==> config.mk <==
export PLATFORM = sky130hd
export DESIGN_NAME = mirror_pad_dma
export DESIGN_NICKNAME = d
export VERILOG_FILES = /design/src/hdl/mirror_pad_pkg.sv /design/src/hdl/block_if.sv /design/src/hdl/block_sequencer.sv /design/src/hdl/tile_reader.sv /design/src/hdl/tile_writer.sv /design/src/hdl/mirror_pad_dma.sv
export SDC_FILE = /design/constraint.sdc
export NUM_CORES = 1
export LEC_CHECK = 0
export BUFFER_PORTS_ARGS = -buffer_cell sky130_fd_sc_hd__buf_4
export CORE_ASPECT_RATIO = 1.2
export CORE_MARGIN = 1.5
export CORE_UTILIZATION = 60
export CTS_BUF_LIST = sky130_fd_sc_hd__clkbuf_4
export CTS_CLUSTER_DIAMETER = 100
export DETAILED_ROUTE_END_ITERATION = 16
export PLACE_DENSITY = 0.88
export SETUP_SLACK_MARGIN = 0.4
export SLEW_MARGIN = 10
export SYNTH_ARGS = -nofsm -noshare
export SYNTH_HDL_FRONTEND = slang
export SYNTH_HIERARCHICAL = 1
export SYNTH_SLANG_ARGS = --single-unit
==> constraint.sdc <==
create_clock -name clk -period 17.9 [get_ports clk]
set_clock_uncertainty 0.2 [all_clocks]
set_input_delay 1.79 -clock clk [delete_from_list [all_inputs] [get_ports clk]]
set_output_delay 1.79 -clock clk [all_outputs]
set_load 0.01 [all_outputs]
==> src/hdl/mirror_pad_pkg.sv <==
////////////////////////////////////////////////////////////////////////////
// Shared widths and helpers for the mirror-padding DMA
// Matrix indices are 6 bits, so the source width W stays even and <= 62
// AXI bursts are INCR with 4-byte beats and all byte lanes enabled
////////////////////////////////////////////////////////////////////////////

package mirror_pad_pkg;

    localparam int ADDR_W = 32;
    localparam int DATA_W = 32;

    typedef logic [5:0]        coord_t;  // Matrix index 0..63
    typedef logic [ADDR_W-1:0] addr_t;
    typedef logic [DATA_W-1:0] data_t;

    localparam int ELEM_BYTES  = 4;
    localparam int BLOCK_BEATS = 4;                 // Words in one 2x2 block
    localparam int ROW_BEATS   = BLOCK_BEATS / 2;   // Words in one block row

    // Padded index to 1-based source index
    // Row/column 0 folds onto 1, W+1 folds onto W
    function automatic coord_t mirror_idx(coord_t p, coord_t w);
        if (p == '0) begin
            return coord_t'(1);
        end else if (p == w + coord_t'(1)) begin
            return w;
        end else begin
            return p;
        end
    endfunction

    // Byte address of a row-major element, stride counted in elements
    function automatic addr_t elem_addr(
        addr_t  base,
        coord_t row,
        coord_t col,
        addr_t  stride
    );
        return base + (addr_t'(row) * stride + addr_t'(col)) * addr_t'(ELEM_BYTES);
    endfunction

endpackage

==> src/hdl/block_if.sv <==
////////////////////////////////////////////////////////////////////////////
// Block handoff between sequencer, reader and writer
// fetch, tile_valid and block_done are single-cycle pulses
////////////////////////////////////////////////////////////////////////////

interface block_if;
    import mirror_pad_pkg::*;

    coord_t block_row;   // Top-left corner of the 2x2 block, padded coords
    coord_t block_col;
    coord_t width;       // Source width W
    addr_t  src_base;
    addr_t  dst_base;
    logic   fetch;
    logic   block_done;

    modport seq    (output block_row, block_col, width, src_base, dst_base, fetch,
                    input  block_done);
    modport reader (input  block_row, block_col, width, src_base, fetch);
    modport writer (input  block_row, block_col, width, dst_base,
                    output block_done);
endinterface

interface tile_if;
    import mirror_pad_pkg::*;

    // Words hold until the next fetch
    data_t tl;
    data_t tr;
    data_t bl;
    data_t br;
    logic  tile_valid;

    modport src (output tl, tr, bl, br, tile_valid);
    modport dst (input  tl, tr, bl, br, tile_valid);
endinterface

==> src/hdl/block_sequencer.sv <==
////////////////////////////////////////////////////////////////////////////
// Job control and block walk over the (W+2)x(W+2) padded matrix
// Widths above MAX_WIDTH are clamped, odd widths are not supported
// After a job, start_i must drop before the next one is accepted
////////////////////////////////////////////////////////////////////////////

module block_sequencer #(
    parameter int MAX_WIDTH = 62
) (
    input  logic                   clk,
    input  logic                   rst_n,
    input  logic                   start_i,
    input  mirror_pad_pkg::addr_t  src_addr_i,
    input  mirror_pad_pkg::addr_t  dst_addr_i,
    input  mirror_pad_pkg::coord_t mat_width_i,
    output logic                   done_o,
    block_if.seq                   blk
);
    import mirror_pad_pkg::*;

    localparam logic [1:0] S_IDLE   = 2'd0;
    localparam logic [1:0] S_RUN    = 2'd1;
    localparam logic [1:0] S_FINISH = 2'd2;

    localparam coord_t WIDTH_LIMIT = coord_t'(MAX_WIDTH);

    logic [1:0] state_q;
    logic       fetch_q;
    logic       done_q;
    coord_t     row_q;
    coord_t     col_q;
    coord_t     width_q;
    addr_t      src_q;
    addr_t      dst_q;
    logic       last_block;

    // Blocks start at even padded indices, the last one sits at (W, W)
    assign last_block = (row_q == width_q) && (col_q == width_q);

    assign blk.block_row = row_q;
    assign blk.block_col = col_q;
    assign blk.width     = width_q;
    assign blk.src_base  = src_q;
    assign blk.dst_base  = dst_q;
    assign blk.fetch     = fetch_q;
    assign done_o        = done_q;

    always_ff @(posedge clk) begin
        if (!rst_n) begin
            state_q <= S_IDLE;
            fetch_q <= 1'b0;
            done_q  <= 1'b1;
            row_q   <= '0;
            col_q   <= '0;
        end else begin
            fetch_q <= 1'b0;
            case (state_q)
                S_IDLE: begin
                    if (start_i) begin
                        state_q <= S_RUN;
                        done_q  <= 1'b0;
                        row_q   <= '0;
                        col_q   <= '0;
                        fetch_q <= 1'b1;   // First block right away
                    end
                end
                S_RUN: begin
                    if (blk.block_done) begin
                        if (last_block) begin
                            state_q <= S_FINISH;
                            done_q  <= 1'b1;
                        end else begin
                            fetch_q <= 1'b1;
                            // Wrap to the next block row after column W
                            if (col_q == width_q) begin
                                col_q <= '0;
                                row_q <= row_q + coord_t'(2);
                            end else begin
                                col_q <= col_q + coord_t'(2);
                            end
                        end
                    end
                end
                S_FINISH: begin
                    if (!start_i) state_q <= S_IDLE;   // Wait for start release
                end
                default: state_q <= S_IDLE;
            endcase
        end
    end

    // Job settings captured on start
    always_ff @(posedge clk) begin
        if (state_q == S_IDLE && start_i) begin
            src_q   <= src_addr_i;
            dst_q   <= dst_addr_i;
            width_q <= (mat_width_i > WIDTH_LIMIT) ? WIDTH_LIMIT : mat_width_i;
        end
    end

endmodule

==> src/hdl/tile_reader.sv <==
////////////////////////////////////////////////////////////////////////////
// Reads the source words of one 2x2 block, one AXI burst per source row
// Only one burst is outstanding; the second AR waits for the first rlast
////////////////////////////////////////////////////////////////////////////

module tile_reader (
    input  logic                  clk,
    input  logic                  rst_n,
    block_if.reader               blk,
    tile_if.src                   tile,
    output mirror_pad_pkg::addr_t araddr_o,
    output logic [3:0]            arlen_o,
    output logic                  arvalid_o,
    input  logic                  arready_i,
    input  mirror_pad_pkg::data_t rdata_i,
    input  logic                  rlast_i,
    input  logic                  rvalid_i,
    output logic                  rready_o
);
    import mirror_pad_pkg::*;

    localparam logic [1:0] R_IDLE = 2'd0;
    localparam logic [1:0] R_ADDR = 2'd1;
    localparam logic [1:0] R_DATA = 2'd2;

    logic [1:0] state_q;
    logic       burst_q;        // Which source row is in flight
    logic       beat_q;         // Beat within the row burst
    logic       valid_q;
    logic       two_rows_q;
    logic       two_cols_q;
    addr_t      ar_addr_q;
    addr_t      next_addr_q;    // Start of the second source row
    data_t      buf_q [2][2];

    coord_t r0, r1, c0, c1;     // Mirrored 1-based source indices
    logic   two_rows;
    logic   two_cols;

    assign r0 = mirror_idx(blk.block_row, blk.width);
    assign r1 = mirror_idx(blk.block_row + coord_t'(1), blk.width);
    assign c0 = mirror_idx(blk.block_col, blk.width);
    assign c1 = mirror_idx(blk.block_col + coord_t'(1), blk.width);

    // A border block folds onto a single source row or column
    assign two_rows = (r0 != r1);
    assign two_cols = (c0 != c1);

    assign araddr_o  = ar_addr_q;
    assign arlen_o   = two_cols_q ? 4'(ROW_BEATS - 1) : 4'd0;
    assign arvalid_o = (state_q == R_ADDR);
    assign rready_o  = (state_q == R_DATA);

    always_ff @(posedge clk) begin
        if (!rst_n) begin
            state_q <= R_IDLE;
            burst_q <= 1'b0;
            beat_q  <= 1'b0;
            valid_q <= 1'b0;
        end else begin
            valid_q <= 1'b0;
            case (state_q)
                R_IDLE: begin
                    if (blk.fetch) begin
                        state_q <= R_ADDR;
                        burst_q <= 1'b0;
                        beat_q  <= 1'b0;
                    end
                end
                R_ADDR: if (arready_i) state_q <= R_DATA;
                R_DATA: begin
                    if (rvalid_i) begin
                        beat_q <= ~beat_q;
                        if (rlast_i) begin
                            beat_q  <= 1'b0;
                            burst_q <= 1'b1;
                            if (!burst_q && two_rows_q) begin
                                state_q <= R_ADDR;   // Second source row
                            end else begin
                                state_q <= R_IDLE;
                                valid_q <= 1'b1;
                            end
                        end
                    end
                end
                default: state_q <= R_IDLE;
            endcase
        end
    end

    always_ff @(posedge clk) begin
        if (state_q == R_IDLE && blk.fetch) begin
            two_rows_q  <= two_rows;
            two_cols_q  <= two_cols;
            ar_addr_q   <= elem_addr(blk.src_base, r0 - coord_t'(1), c0 - coord_t'(1),
                                     addr_t'(blk.width));
            next_addr_q <= elem_addr(blk.src_base, r1 - coord_t'(1), c0 - coord_t'(1),
                                     addr_t'(blk.width));
        end else if (state_q == R_DATA && rvalid_i) begin
            buf_q[burst_q][beat_q] <= rdata_i;
            if (rlast_i) ar_addr_q <= next_addr_q;
        end
    end

    // Folded positions reuse the single fetched row or column
    assign tile.tl         = buf_q[0][0];
    assign tile.tr         = buf_q[0][two_cols_q];
    assign tile.bl         = buf_q[two_rows_q][0];
    assign tile.br         = buf_q[two_rows_q][two_cols_q];
    assign tile.tile_valid = valid_q;

endmodule

==> src/hdl/tile_writer.sv <==
////////////////////////////////////////////////////////////////////////////
// Writes one 2x2 block as two 2-beat bursts, one per padded row
// Each burst waits for its write response before the next AW
////////////////////////////////////////////////////////////////////////////

module tile_writer (
    input  logic                  clk,
    input  logic                  rst_n,
    block_if.writer               blk,
    tile_if.dst                   tile,
    output mirror_pad_pkg::addr_t awaddr_o,
    output logic [3:0]            awlen_o,
    output logic                  awvalid_o,
    input  logic                  awready_i,
    output mirror_pad_pkg::data_t wdata_o,
    output logic                  wlast_o,
    output logic                  wvalid_o,
    input  logic                  wready_i,
    input  logic                  bvalid_i,
    output logic                  bready_o
);
    import mirror_pad_pkg::*;

    localparam logic [1:0] W_IDLE = 2'd0;
    localparam logic [1:0] W_ADDR = 2'd1;
    localparam logic [1:0] W_DATA = 2'd2;
    localparam logic [1:0] W_RESP = 2'd3;

    logic [1:0] state_q;
    logic [2:0] beat_q;                 // Beats sent so far in this block
    logic       done_q;
    addr_t      aw_addr_q;
    data_t      word_q [BLOCK_BEATS];   // tl, tr, bl, br
    addr_t      stride;

    assign stride = addr_t'(blk.width) + addr_t'(2);   // Padded row length

    assign awaddr_o  = aw_addr_q;
    assign awlen_o   = 4'(ROW_BEATS - 1);
    assign awvalid_o = (state_q == W_ADDR);
    assign wvalid_o  = (state_q == W_DATA);
    assign wdata_o   = word_q[beat_q[1:0]];
    assign wlast_o   = wvalid_o && beat_q[0];   // Second beat of each row
    assign bready_o  = (state_q == W_RESP);

    assign blk.block_done = done_q;

    always_ff @(posedge clk) begin
        if (!rst_n) begin
            state_q <= W_IDLE;
            beat_q  <= '0;
            done_q  <= 1'b0;
        end else begin
            done_q <= 1'b0;
            case (state_q)
                W_IDLE: begin
                    if (tile.tile_valid) begin
                        state_q <= W_ADDR;
                        beat_q  <= '0;
                    end
                end
                W_ADDR: if (awready_i) state_q <= W_DATA;
                W_DATA: begin
                    if (wready_i) begin
                        beat_q <= beat_q + 3'd1;
                        if (beat_q[0]) state_q <= W_RESP;
                    end
                end
                W_RESP: begin
                    if (bvalid_i) begin
                        if (beat_q == 3'(BLOCK_BEATS)) begin
                            state_q <= W_IDLE;
                            done_q  <= 1'b1;
                        end else begin
                            state_q <= W_ADDR;   // Bottom row of the block
                        end
                    end
                end
                default: state_q <= W_IDLE;
            endcase
        end
    end

    always_ff @(posedge clk) begin
        if (state_q == W_IDLE && tile.tile_valid) begin
            word_q[0] <= tile.tl;
            word_q[1] <= tile.tr;
            word_q[2] <= tile.bl;
            word_q[3] <= tile.br;
            aw_addr_q <= elem_addr(blk.dst_base, blk.block_row, blk.block_col, stride);
        end else if (state_q == W_RESP && bvalid_i) begin
            aw_addr_q <= elem_addr(blk.dst_base, blk.block_row + coord_t'(1),
                                   blk.block_col, stride);
        end
    end

endmodule

==> src/hdl/mirror_pad_dma.sv <==
////////////////////////////////////////////////////////////////////////////
// Mirror-padding DMA top with plain AXI master ports
// IDs, size, burst type, strobes and response codes are not brought out
// Bursts are INCR with 4-byte beats, one block in flight at a time
////////////////////////////////////////////////////////////////////////////

module mirror_pad_dma #(
    parameter int MAX_WIDTH = 62
) (
    input  logic                   clk,
    input  logic                   rst_n,

    input  mirror_pad_pkg::addr_t  src_addr_i,
    input  mirror_pad_pkg::addr_t  dst_addr_i,
    input  mirror_pad_pkg::coord_t mat_width_i,
    input  logic                   start_i,
    output logic                   done_o,

    // AR channel
    output mirror_pad_pkg::addr_t  araddr_o,
    output logic [3:0]             arlen_o,
    output logic                   arvalid_o,
    input  logic                   arready_i,

    // R channel
    input  mirror_pad_pkg::data_t  rdata_i,
    input  logic                   rlast_i,
    input  logic                   rvalid_i,
    output logic                   rready_o,

    // AW channel
    output mirror_pad_pkg::addr_t  awaddr_o,
    output logic [3:0]             awlen_o,
    output logic                   awvalid_o,
    input  logic                   awready_i,

    // W channel
    output mirror_pad_pkg::data_t  wdata_o,
    output logic                   wlast_o,
    output logic                   wvalid_o,
    input  logic                   wready_i,

    // B channel
    input  logic                   bvalid_i,
    output logic                   bready_o
);

    block_if blk ();
    tile_if  tile ();

    block_sequencer #(
        .MAX_WIDTH (MAX_WIDTH)
    ) u_seq (
        .clk         (clk),
        .rst_n       (rst_n),
        .start_i     (start_i),
        .src_addr_i  (src_addr_i),
        .dst_addr_i  (dst_addr_i),
        .mat_width_i (mat_width_i),
        .done_o      (done_o),
        .blk         (blk.seq)
    );

    tile_reader u_reader (
        .clk       (clk),
        .rst_n     (rst_n),
        .blk       (blk.reader),
        .tile      (tile.src),
        .araddr_o  (araddr_o),
        .arlen_o   (arlen_o),
        .arvalid_o (arvalid_o),
        .arready_i (arready_i),
        .rdata_i   (rdata_i),
        .rlast_i   (rlast_i),
        .rvalid_i  (rvalid_i),
        .rready_o  (rready_o)
    );

    tile_writer u_writer (
        .clk       (clk),
        .rst_n     (rst_n),
        .blk       (blk.writer),
        .tile      (tile.dst),
        .awaddr_o  (awaddr_o),
        .awlen_o   (awlen_o),
        .awvalid_o (awvalid_o),
        .awready_i (awready_i),
        .wdata_o   (wdata_o),
        .wlast_o   (wlast_o),
        .wvalid_o  (wvalid_o),
        .wready_i  (wready_i),
        .bvalid_i  (bvalid_i),
        .bready_o  (bready_o)
    );

endmodule

==> results of run 1 <==
-- registers in the layout, indices dropped and copies added, names as in the netlist, 2 cells and up, named ones only --
register and count:
u_writer/state_q 2, u_reader/state_q 2, u_reader/araddr_o 32, u_seq/blk.width 6, u_seq/blk.block_col 5, u_seq/blk.dst_base 32
u_writer/beat_q 3, u_seq/state_q 2, u_reader/next_addr_q 32, u_seq/blk.src_base 32, u_writer/awaddr_o 32, u_reader/buf_q 128
u_writer/word_q 128, u_seq/blk.block_row 5
-- cells in the final DEF, fill, tap and decap left out, drive strengths merged, types with 8 or more instances in the layout --
cell type and count:
a211oi 9, a21boi 10, a21o 21, a21oi 97, a31oi 17, and2 76
and3 20, buf 239, clkbuf 152, clkinv 29, conb 9, dfxtp 28
edfxtp 424, fa 91, ha 205, inv 158, mux2 69, mux2i 52
mux4 32, nand2 167, nand2b 30, nand3 62, nand4 20, nor2 129
nor2b 36, nor3 25, o211ai 8, o21a 18, o21ai 72, o21bai 13
or4 8, xnor2 105, xor2 72
-- report_power, final --
group / switching [mW] / total (mW) / leakage, nW / internal [mW]
sequential: 0.0230 / 1.22 / 4.09 / 1.20
clock: 0.414 / 0.821 / 0.789 / 0.407
combinational: 0.301 / 0.532 / 7.87 / 0.231
total: 0.738 / 2.58 / 12.8 / 1.84
-- critical path: cells and delay by family (launching register included) --
family / cells / cell delay [ns]
AO/OA/AOI/OAI: 9 / 2.45
XOR/XNOR: 4 / 1.13
adder cells (fa/ha/maj): 8 / 3.14
buffers and inverters: 4 / 0.41
flip-flops: 1 / 0.37
multiplexers: 1 / 0.37
AND/OR/NAND/NOR: 9 / 1.84
-- area by class of cell --
cell class / instances / share of cell area
diodes: 4 / 0.000322
clock buffers: 152 / 0.0367
clock inverters: 31 / 0.00616
inverters: 157 / 0.0190
multi-input cells: 1566 / 0.427
flip-flops and latches: 452 / 0.428
well taps: 616 / 0.0248
repair buffers: 239 / 0.0577
-- through the flow --
step / area (sq um) / hold WS (ns)
after floorplan: 27800 / 0.200
after global placement: 29700 / 0.207
after detailed placement: 29700 / 0.208
after CTS: 31100 / 0.225
after global routing: 31100 / 0.225
final: 31100 / 0.221
-- metal layers --
| metal | track usage | up-vias | wire [microns] |
|---|---|---|---|
| li1 | - | 8717 | - |
| met3 | 0.0631 | 150 | 4990 |
| met1 | 0.309 | 9026 | 23300 |
| met5 | 0 | - | 17 |
| met4 | 0.111 | 4 | 2160 |
| met2 | 0.474 | 761 | 32400 |
-- how the worst min path moves through the flow --
stage | startpoint | to | slack [ns] | cells after the start
6_report | u_seq/blk.dst_base[0] | u_writer/awaddr_o[0] | 0.22 | 0
5_1_grt | u_seq/blk.dst_base[0] | u_writer/awaddr_o[0] | 0.23 | 0
4_1_cts | u_seq/blk.dst_base[0] | u_writer/awaddr_o[0] | 0.22 | 0
3_5_place_dp | u_seq/blk.dst_base[1] | u_writer/awaddr_o[1] | 0.21 | 0
3_3_place_gp | u_seq/blk.dst_base[0] | u_writer/awaddr_o[0] | 0.21 | 0
2_1_floorplan | u_seq/blk.dst_base[0] | u_writer/awaddr_o[0] | 0.20 | 0
-- logic make-up after synthesis --
| logic type | after synthesis | synth area share |
|---|---|---|
| buffers and inverters | 280 | 0.0441 |
| other | 4 | 0.000541 |
| adder cells (fa/ha/maj) | 296 | 0.158 |
| AO/OA/AOI/OAI | 325 | 0.0788 |
| flip-flops | 452 | 0.479 |
| multiplexers | 153 | 0.0727 |
| AND/OR/NAND/NOR | 605 | 0.109 |
| XOR/XNOR | 178 | 0.0574 |
==> metrics.yaml, run 1 <==
logic_synthesis:
  ys_seq_elements: 452
  netlist_area_sq_mm: 0.0277
  synth-edff-count: 424
  synth_common_cells: "424 x edfxtp_1, 205 x ha_1, 166 x nand2_1"
  synth_most_common_cell: "edfxtp_1"
  syn_avg_cell_area_sq_um: 12.1
  synth_top_area_share: 0.459
  synth_cell_type_count: 88
  yosysTopAreaCell: "edfxtp_1"
  yosysWarnings: 6
  ys_seq_area_frac: 0.479
  synthFlopType: "edfxtp_1"
  syn-instance-count: 2293
  yosys-top-cells-area: "edfxtp_1 46%, ha_1 9.2%, fa_1 6.6%"
  ys_async_sr_fraction: 0
floorplanning:
  start_util: 0.605
  die_h_microns: 239
  fp.dieW_microns: 199
  io_pins: 222
  core_sq_mm: 0.0458
  die-area_sq_mm: 0.0476
  rows: 86
critical_path:
  reg2reg_depth: 35
  slowest_stage: "o221ai_1"
  cp.arrival_ns: 10.59
  slowest_delay_ns: 0.66
  critPathCaptureType: "flip-flop"
  timing.rr.end: "u_reader/next_addr_q[26]"
  required_ns: 18.26
  crit_start: "u_seq/blk.width[1]"
  path_class: "reg -> reg"
  crit_path_end: "u_reader/next_addr_q[26]"
  r2r_start: "u_seq/blk.width[1]"
  cp_max_fo: 40
  r2r_slack_ns: 7.66
  start_kind: "flip-flop"
cts:
  postCtsSetupBuffers: 0
  cts-buffers-inserted: 106
  cts_tree: "done"
  htreeDepth: 3
  clockBufferDepth: 3
  clk_pin_slew_ns: 0.07
  cts_sinks: 452
  hold_buffers: 0
  clk_latency_ns: 0.87
  ctsResizeCount: 0
  cts_root_buf: "clkbuf_4"
place:
  place_ws_ns: 7.89
  io_buffers: 214
  place_inst: 3030
  dp_hpwl_microns: 43400
  place.gp.congestion: 0.934
global_routing:
  grt_pass1_wl_microns: 99200
  grt_pass1_vias: 19500
  grt_max_degree: 97
  overflow: 0
  grt_antenna_before_repair: 6
  gr-usage-all-layers: 0.268
sta:
  setup_tns_ns: 0
  period_share: 0.572
  max_freq_ghz: 0.0977
  setup_viol: 0
  rsz0062_at_grt: "false"
  fin_ws_ns: 7.66
  tightest_slew_ns: 1.15
  period_needed_ns: 10.24
  hold_viol: 0
  final_max_slew_viol_count: 0
  relSlewSlack: 0.234
layout:
  seqCellArea_sq_mm: 0.0133
  fin_util: 0.678
  syn_to_final_growth_pct: 12.0
  final_cell_count_no_fill: 3217
  fillCellCount: 3107
  drive_gt1_frac: 0.209
  fin_nets: 2929
  multi_input_area_sq_mm: 0.0133
status:
  status: "complete, no violations"
routing:
  wl_per_cell_microns: 19.5
  drtIter0Drc: 1238
  drt_wl_total_microns: 62800
  vias: 18700
  drt_pass1_iterations: 5
  viasPerCell: 5.80
  post-route-drc-count: 0
  ant_nets: 0
pwr:
  cellLeakagePower_nw: 12.8
  ir_drop_mv: 0.0707
  totalPowerFinal_mw: 2.58
  pwr_density_cell_mw_per_mm2: 82.9
worst_hold_path:
  min-delay-path-class: "reg -> reg"
flow_run:
  drv_cap: 0
Note: power is estimated with default switching activity, not from simulation.
==> run 2, diff against run 1 <==
==> constraint.sdc (replaced) <==
create_clock -name clk -period 10.33 [get_ports clk]
set_clock_uncertainty 0.2 [all_clocks]
set_input_delay 1.033 -clock clk [delete_from_list [all_inputs] [get_ports clk]]
set_output_delay 1.033 -clock clk [all_outputs]
set_load 0.01 [all_outputs]
==> run 2 against run 1 <==
Hold slack worse by 0.11 ns. Global-route usage up 0.32 points. Sequential power rose by 74%. Power rose by 76%. Critical path type unchanged. Largest cell class is now multi-input combinational cells.
==> metrics.yaml, run 2 (same netlist as run 1, synthesis figures left out) <==
status:
  status: "complete, no violations"
sta:
  period_share: 0.894
  hold_viol: 0
  final_max_slew_viol_count: 0
  tightest_slew_ns: 1.20
  relSlewSlack: 0.199
  worst_hold_slack_ns: 0.113
  max_freq_ghz: 0.108
  rsz0062_at_grt: "false"
  setup_tns_ns: 0
  setup_viol: 0
  period_needed_ns: 9.23
routing:
  drt_wl_total_microns: 64500
  viasPerCell: 5.83
  drtIter0Drc: 1439
  wl_per_cell_microns: 19.9
  drt_pass1_iterations: 6
  post-route-drc-count: 0
  vias: 18900
  ant_nets: 0
pwr:
  power_switching_mw: 1.32
  comb_power_share: 0.207
  internal_power_mw: 3.23
  clock_power_share: 0.327
  cellLeakagePower_nw: 12.9
  pwr-share-seq: 0.466
  pwr_density_cell_mw_per_mm2: 145
  switching_share: 0.290
  ir_drop_mv: 0.127
layout:
  fin_nets: 2940
  finish.instance_area_sq_mm: 0.0313
  fillCellCount: 3142
  syn_to_final_growth_pct: 12.7
  mostFrequentLayoutCell: "edfxtp_1"
  fin_util: 0.682
  drive_gt1_frac: 0.214
  final_cell_mix: "424 x edfxtp_1, 249 x buf_4, 205 x ha_1"
  reg_top3: "u_reader/buf_q x128, u_writer/word_q x128"
  final_cell_count_no_fill: 3240
floorplanning:
  start_util: 0.605
  die-area_sq_mm: 0.0476
  fp.dieW_microns: 199
  rows: 86
  io_pins: 222
  die_h_microns: 239
  core_sq_mm: 0.0458
critical_path:
  critPathCaptureType: "flip-flop"
  slowest_delay_ns: 0.53
  cp.arrival_ns: 9.73
  slowest_stage: "edfxtp_1"
  start_kind: "flip-flop"
  critical_path.most_common_cell: "inv_1"
  required_ns: 10.83
  path_class: "reg -> reg"
  cp_max_fo: 8
cts:
  htreeDepth: 3
  cts_root_buf: "clkbuf_4"
  cts_tree: "done"
  clk_pin_slew_ns: 0.07
  clockBufferDepth: 3
  clk_latency_ns: 0.92
  cts_sinks: 452
  cts-buffers-inserted: 106
  hold_buffers: 0
global_routing:
  overflow: 0
  grt_antenna_before_repair: 7
  grt_pass1_vias: 19300
  grt_pass1_wl_microns: 100000
  gr-usage-all-layers: 0.271
  grt_max_degree: 97
worst_hold_path:
  min-delay-path-class: "in -> reg"
place:
  placed_cell_area_sq_mm: 0.0297
  dp_hpwl_microns: 44100
  io_buffers: 214
  place.gp.congestion: 0.910
  place_inst: 3030
flow_run:
  drv_cap: 0
## run 2: cell type report
cell class / count / area, sq um / area share
Antenna cell: 7 / 17.5 / 0.000560
Multi-Input combinational cell: 1566 / 13300 / 0.425
Tap cell: 616 / 771 / 0.0247
Timing Repair Buffer: 250 / 1880 / 0.0600
Clock buffer: 146 / 1100 / 0.0351
Clock inverter: 46 / 315 / 0.0101
Inverter: 157 / 592 / 0.0189
Sequential cell: 452 / 13300 / 0.425
## run 2: critical path, delay by kind of cell (launching register included)
kind | cells | cell delay, ns
muxes | 1 | 0.43
AOI/OAI and AO/OA | 11 | 2.82
xor gates and xnor gates | 1 | 0.16
DFF | 1 | 0.53
and+or+nand+nor | 7 | 1.46
buffers and inverters | 8 | 0.82
adders and majority gates | 6 | 2.63
## run 2: timing repair
action	4_1_cts	5_1_grt
endpoints found under the hold margin	0	0
setup endpoints to repair	0	36
setup buffers	0	11
gates resized for setup	0	5
## run 2: final timing paths
| kind | start | end | slack [ns] | depth (start not counted) |
|---|---|---|---|---|
| setup / recovery | u_seq/blk.width[2] | u_reader/araddr_o[30] | 1.10 | 34 |
| hold / removal | rdata_i[22] | u_reader/buf_q[1][54] | 0.11 | 1 |
| setup reg to reg | u_seq/blk.width[2] | u_reader/araddr_o[30] | 1.10 | 34 |
| hold reg to reg | u_seq/blk.dst_base[1] | u_writer/awaddr_o[1] | 0.21 | 0 |
## run 2: metrics by stage
stage | total power [mW] | setup slack (ns)
after CTS | 4.56 | 0.519
after detailed placement | 3.07 | 0.577
final | 4.55 | 1.10
after global placement | 3.04 | 0.994
after floorplan | 2.83 | 1.33
after global routing | 4.77 | 0.463
## run 2: power groups by stage
stage	clock network [mW]	registers, mW	logic [mW]
2_1_floorplan	0	2.14	0.684
5_1_grt	1.61	2.12	1.04
3_5_place_dp	0	2.16	0.914
3_3_place_gp	0	2.16	0.888
6_report	1.49	2.12	0.942
4_1_cts	1.52	2.12	0.926
## run 2: routing by layer
layer,share of wire,track usage,up-vias
met4,0.033,0.109,6
li1,-,-,8747
met5,0.00054,0,-
met3,0.081,0.0635,141
met1,0.38,0.318,9216
met2,0.51,0.477,792
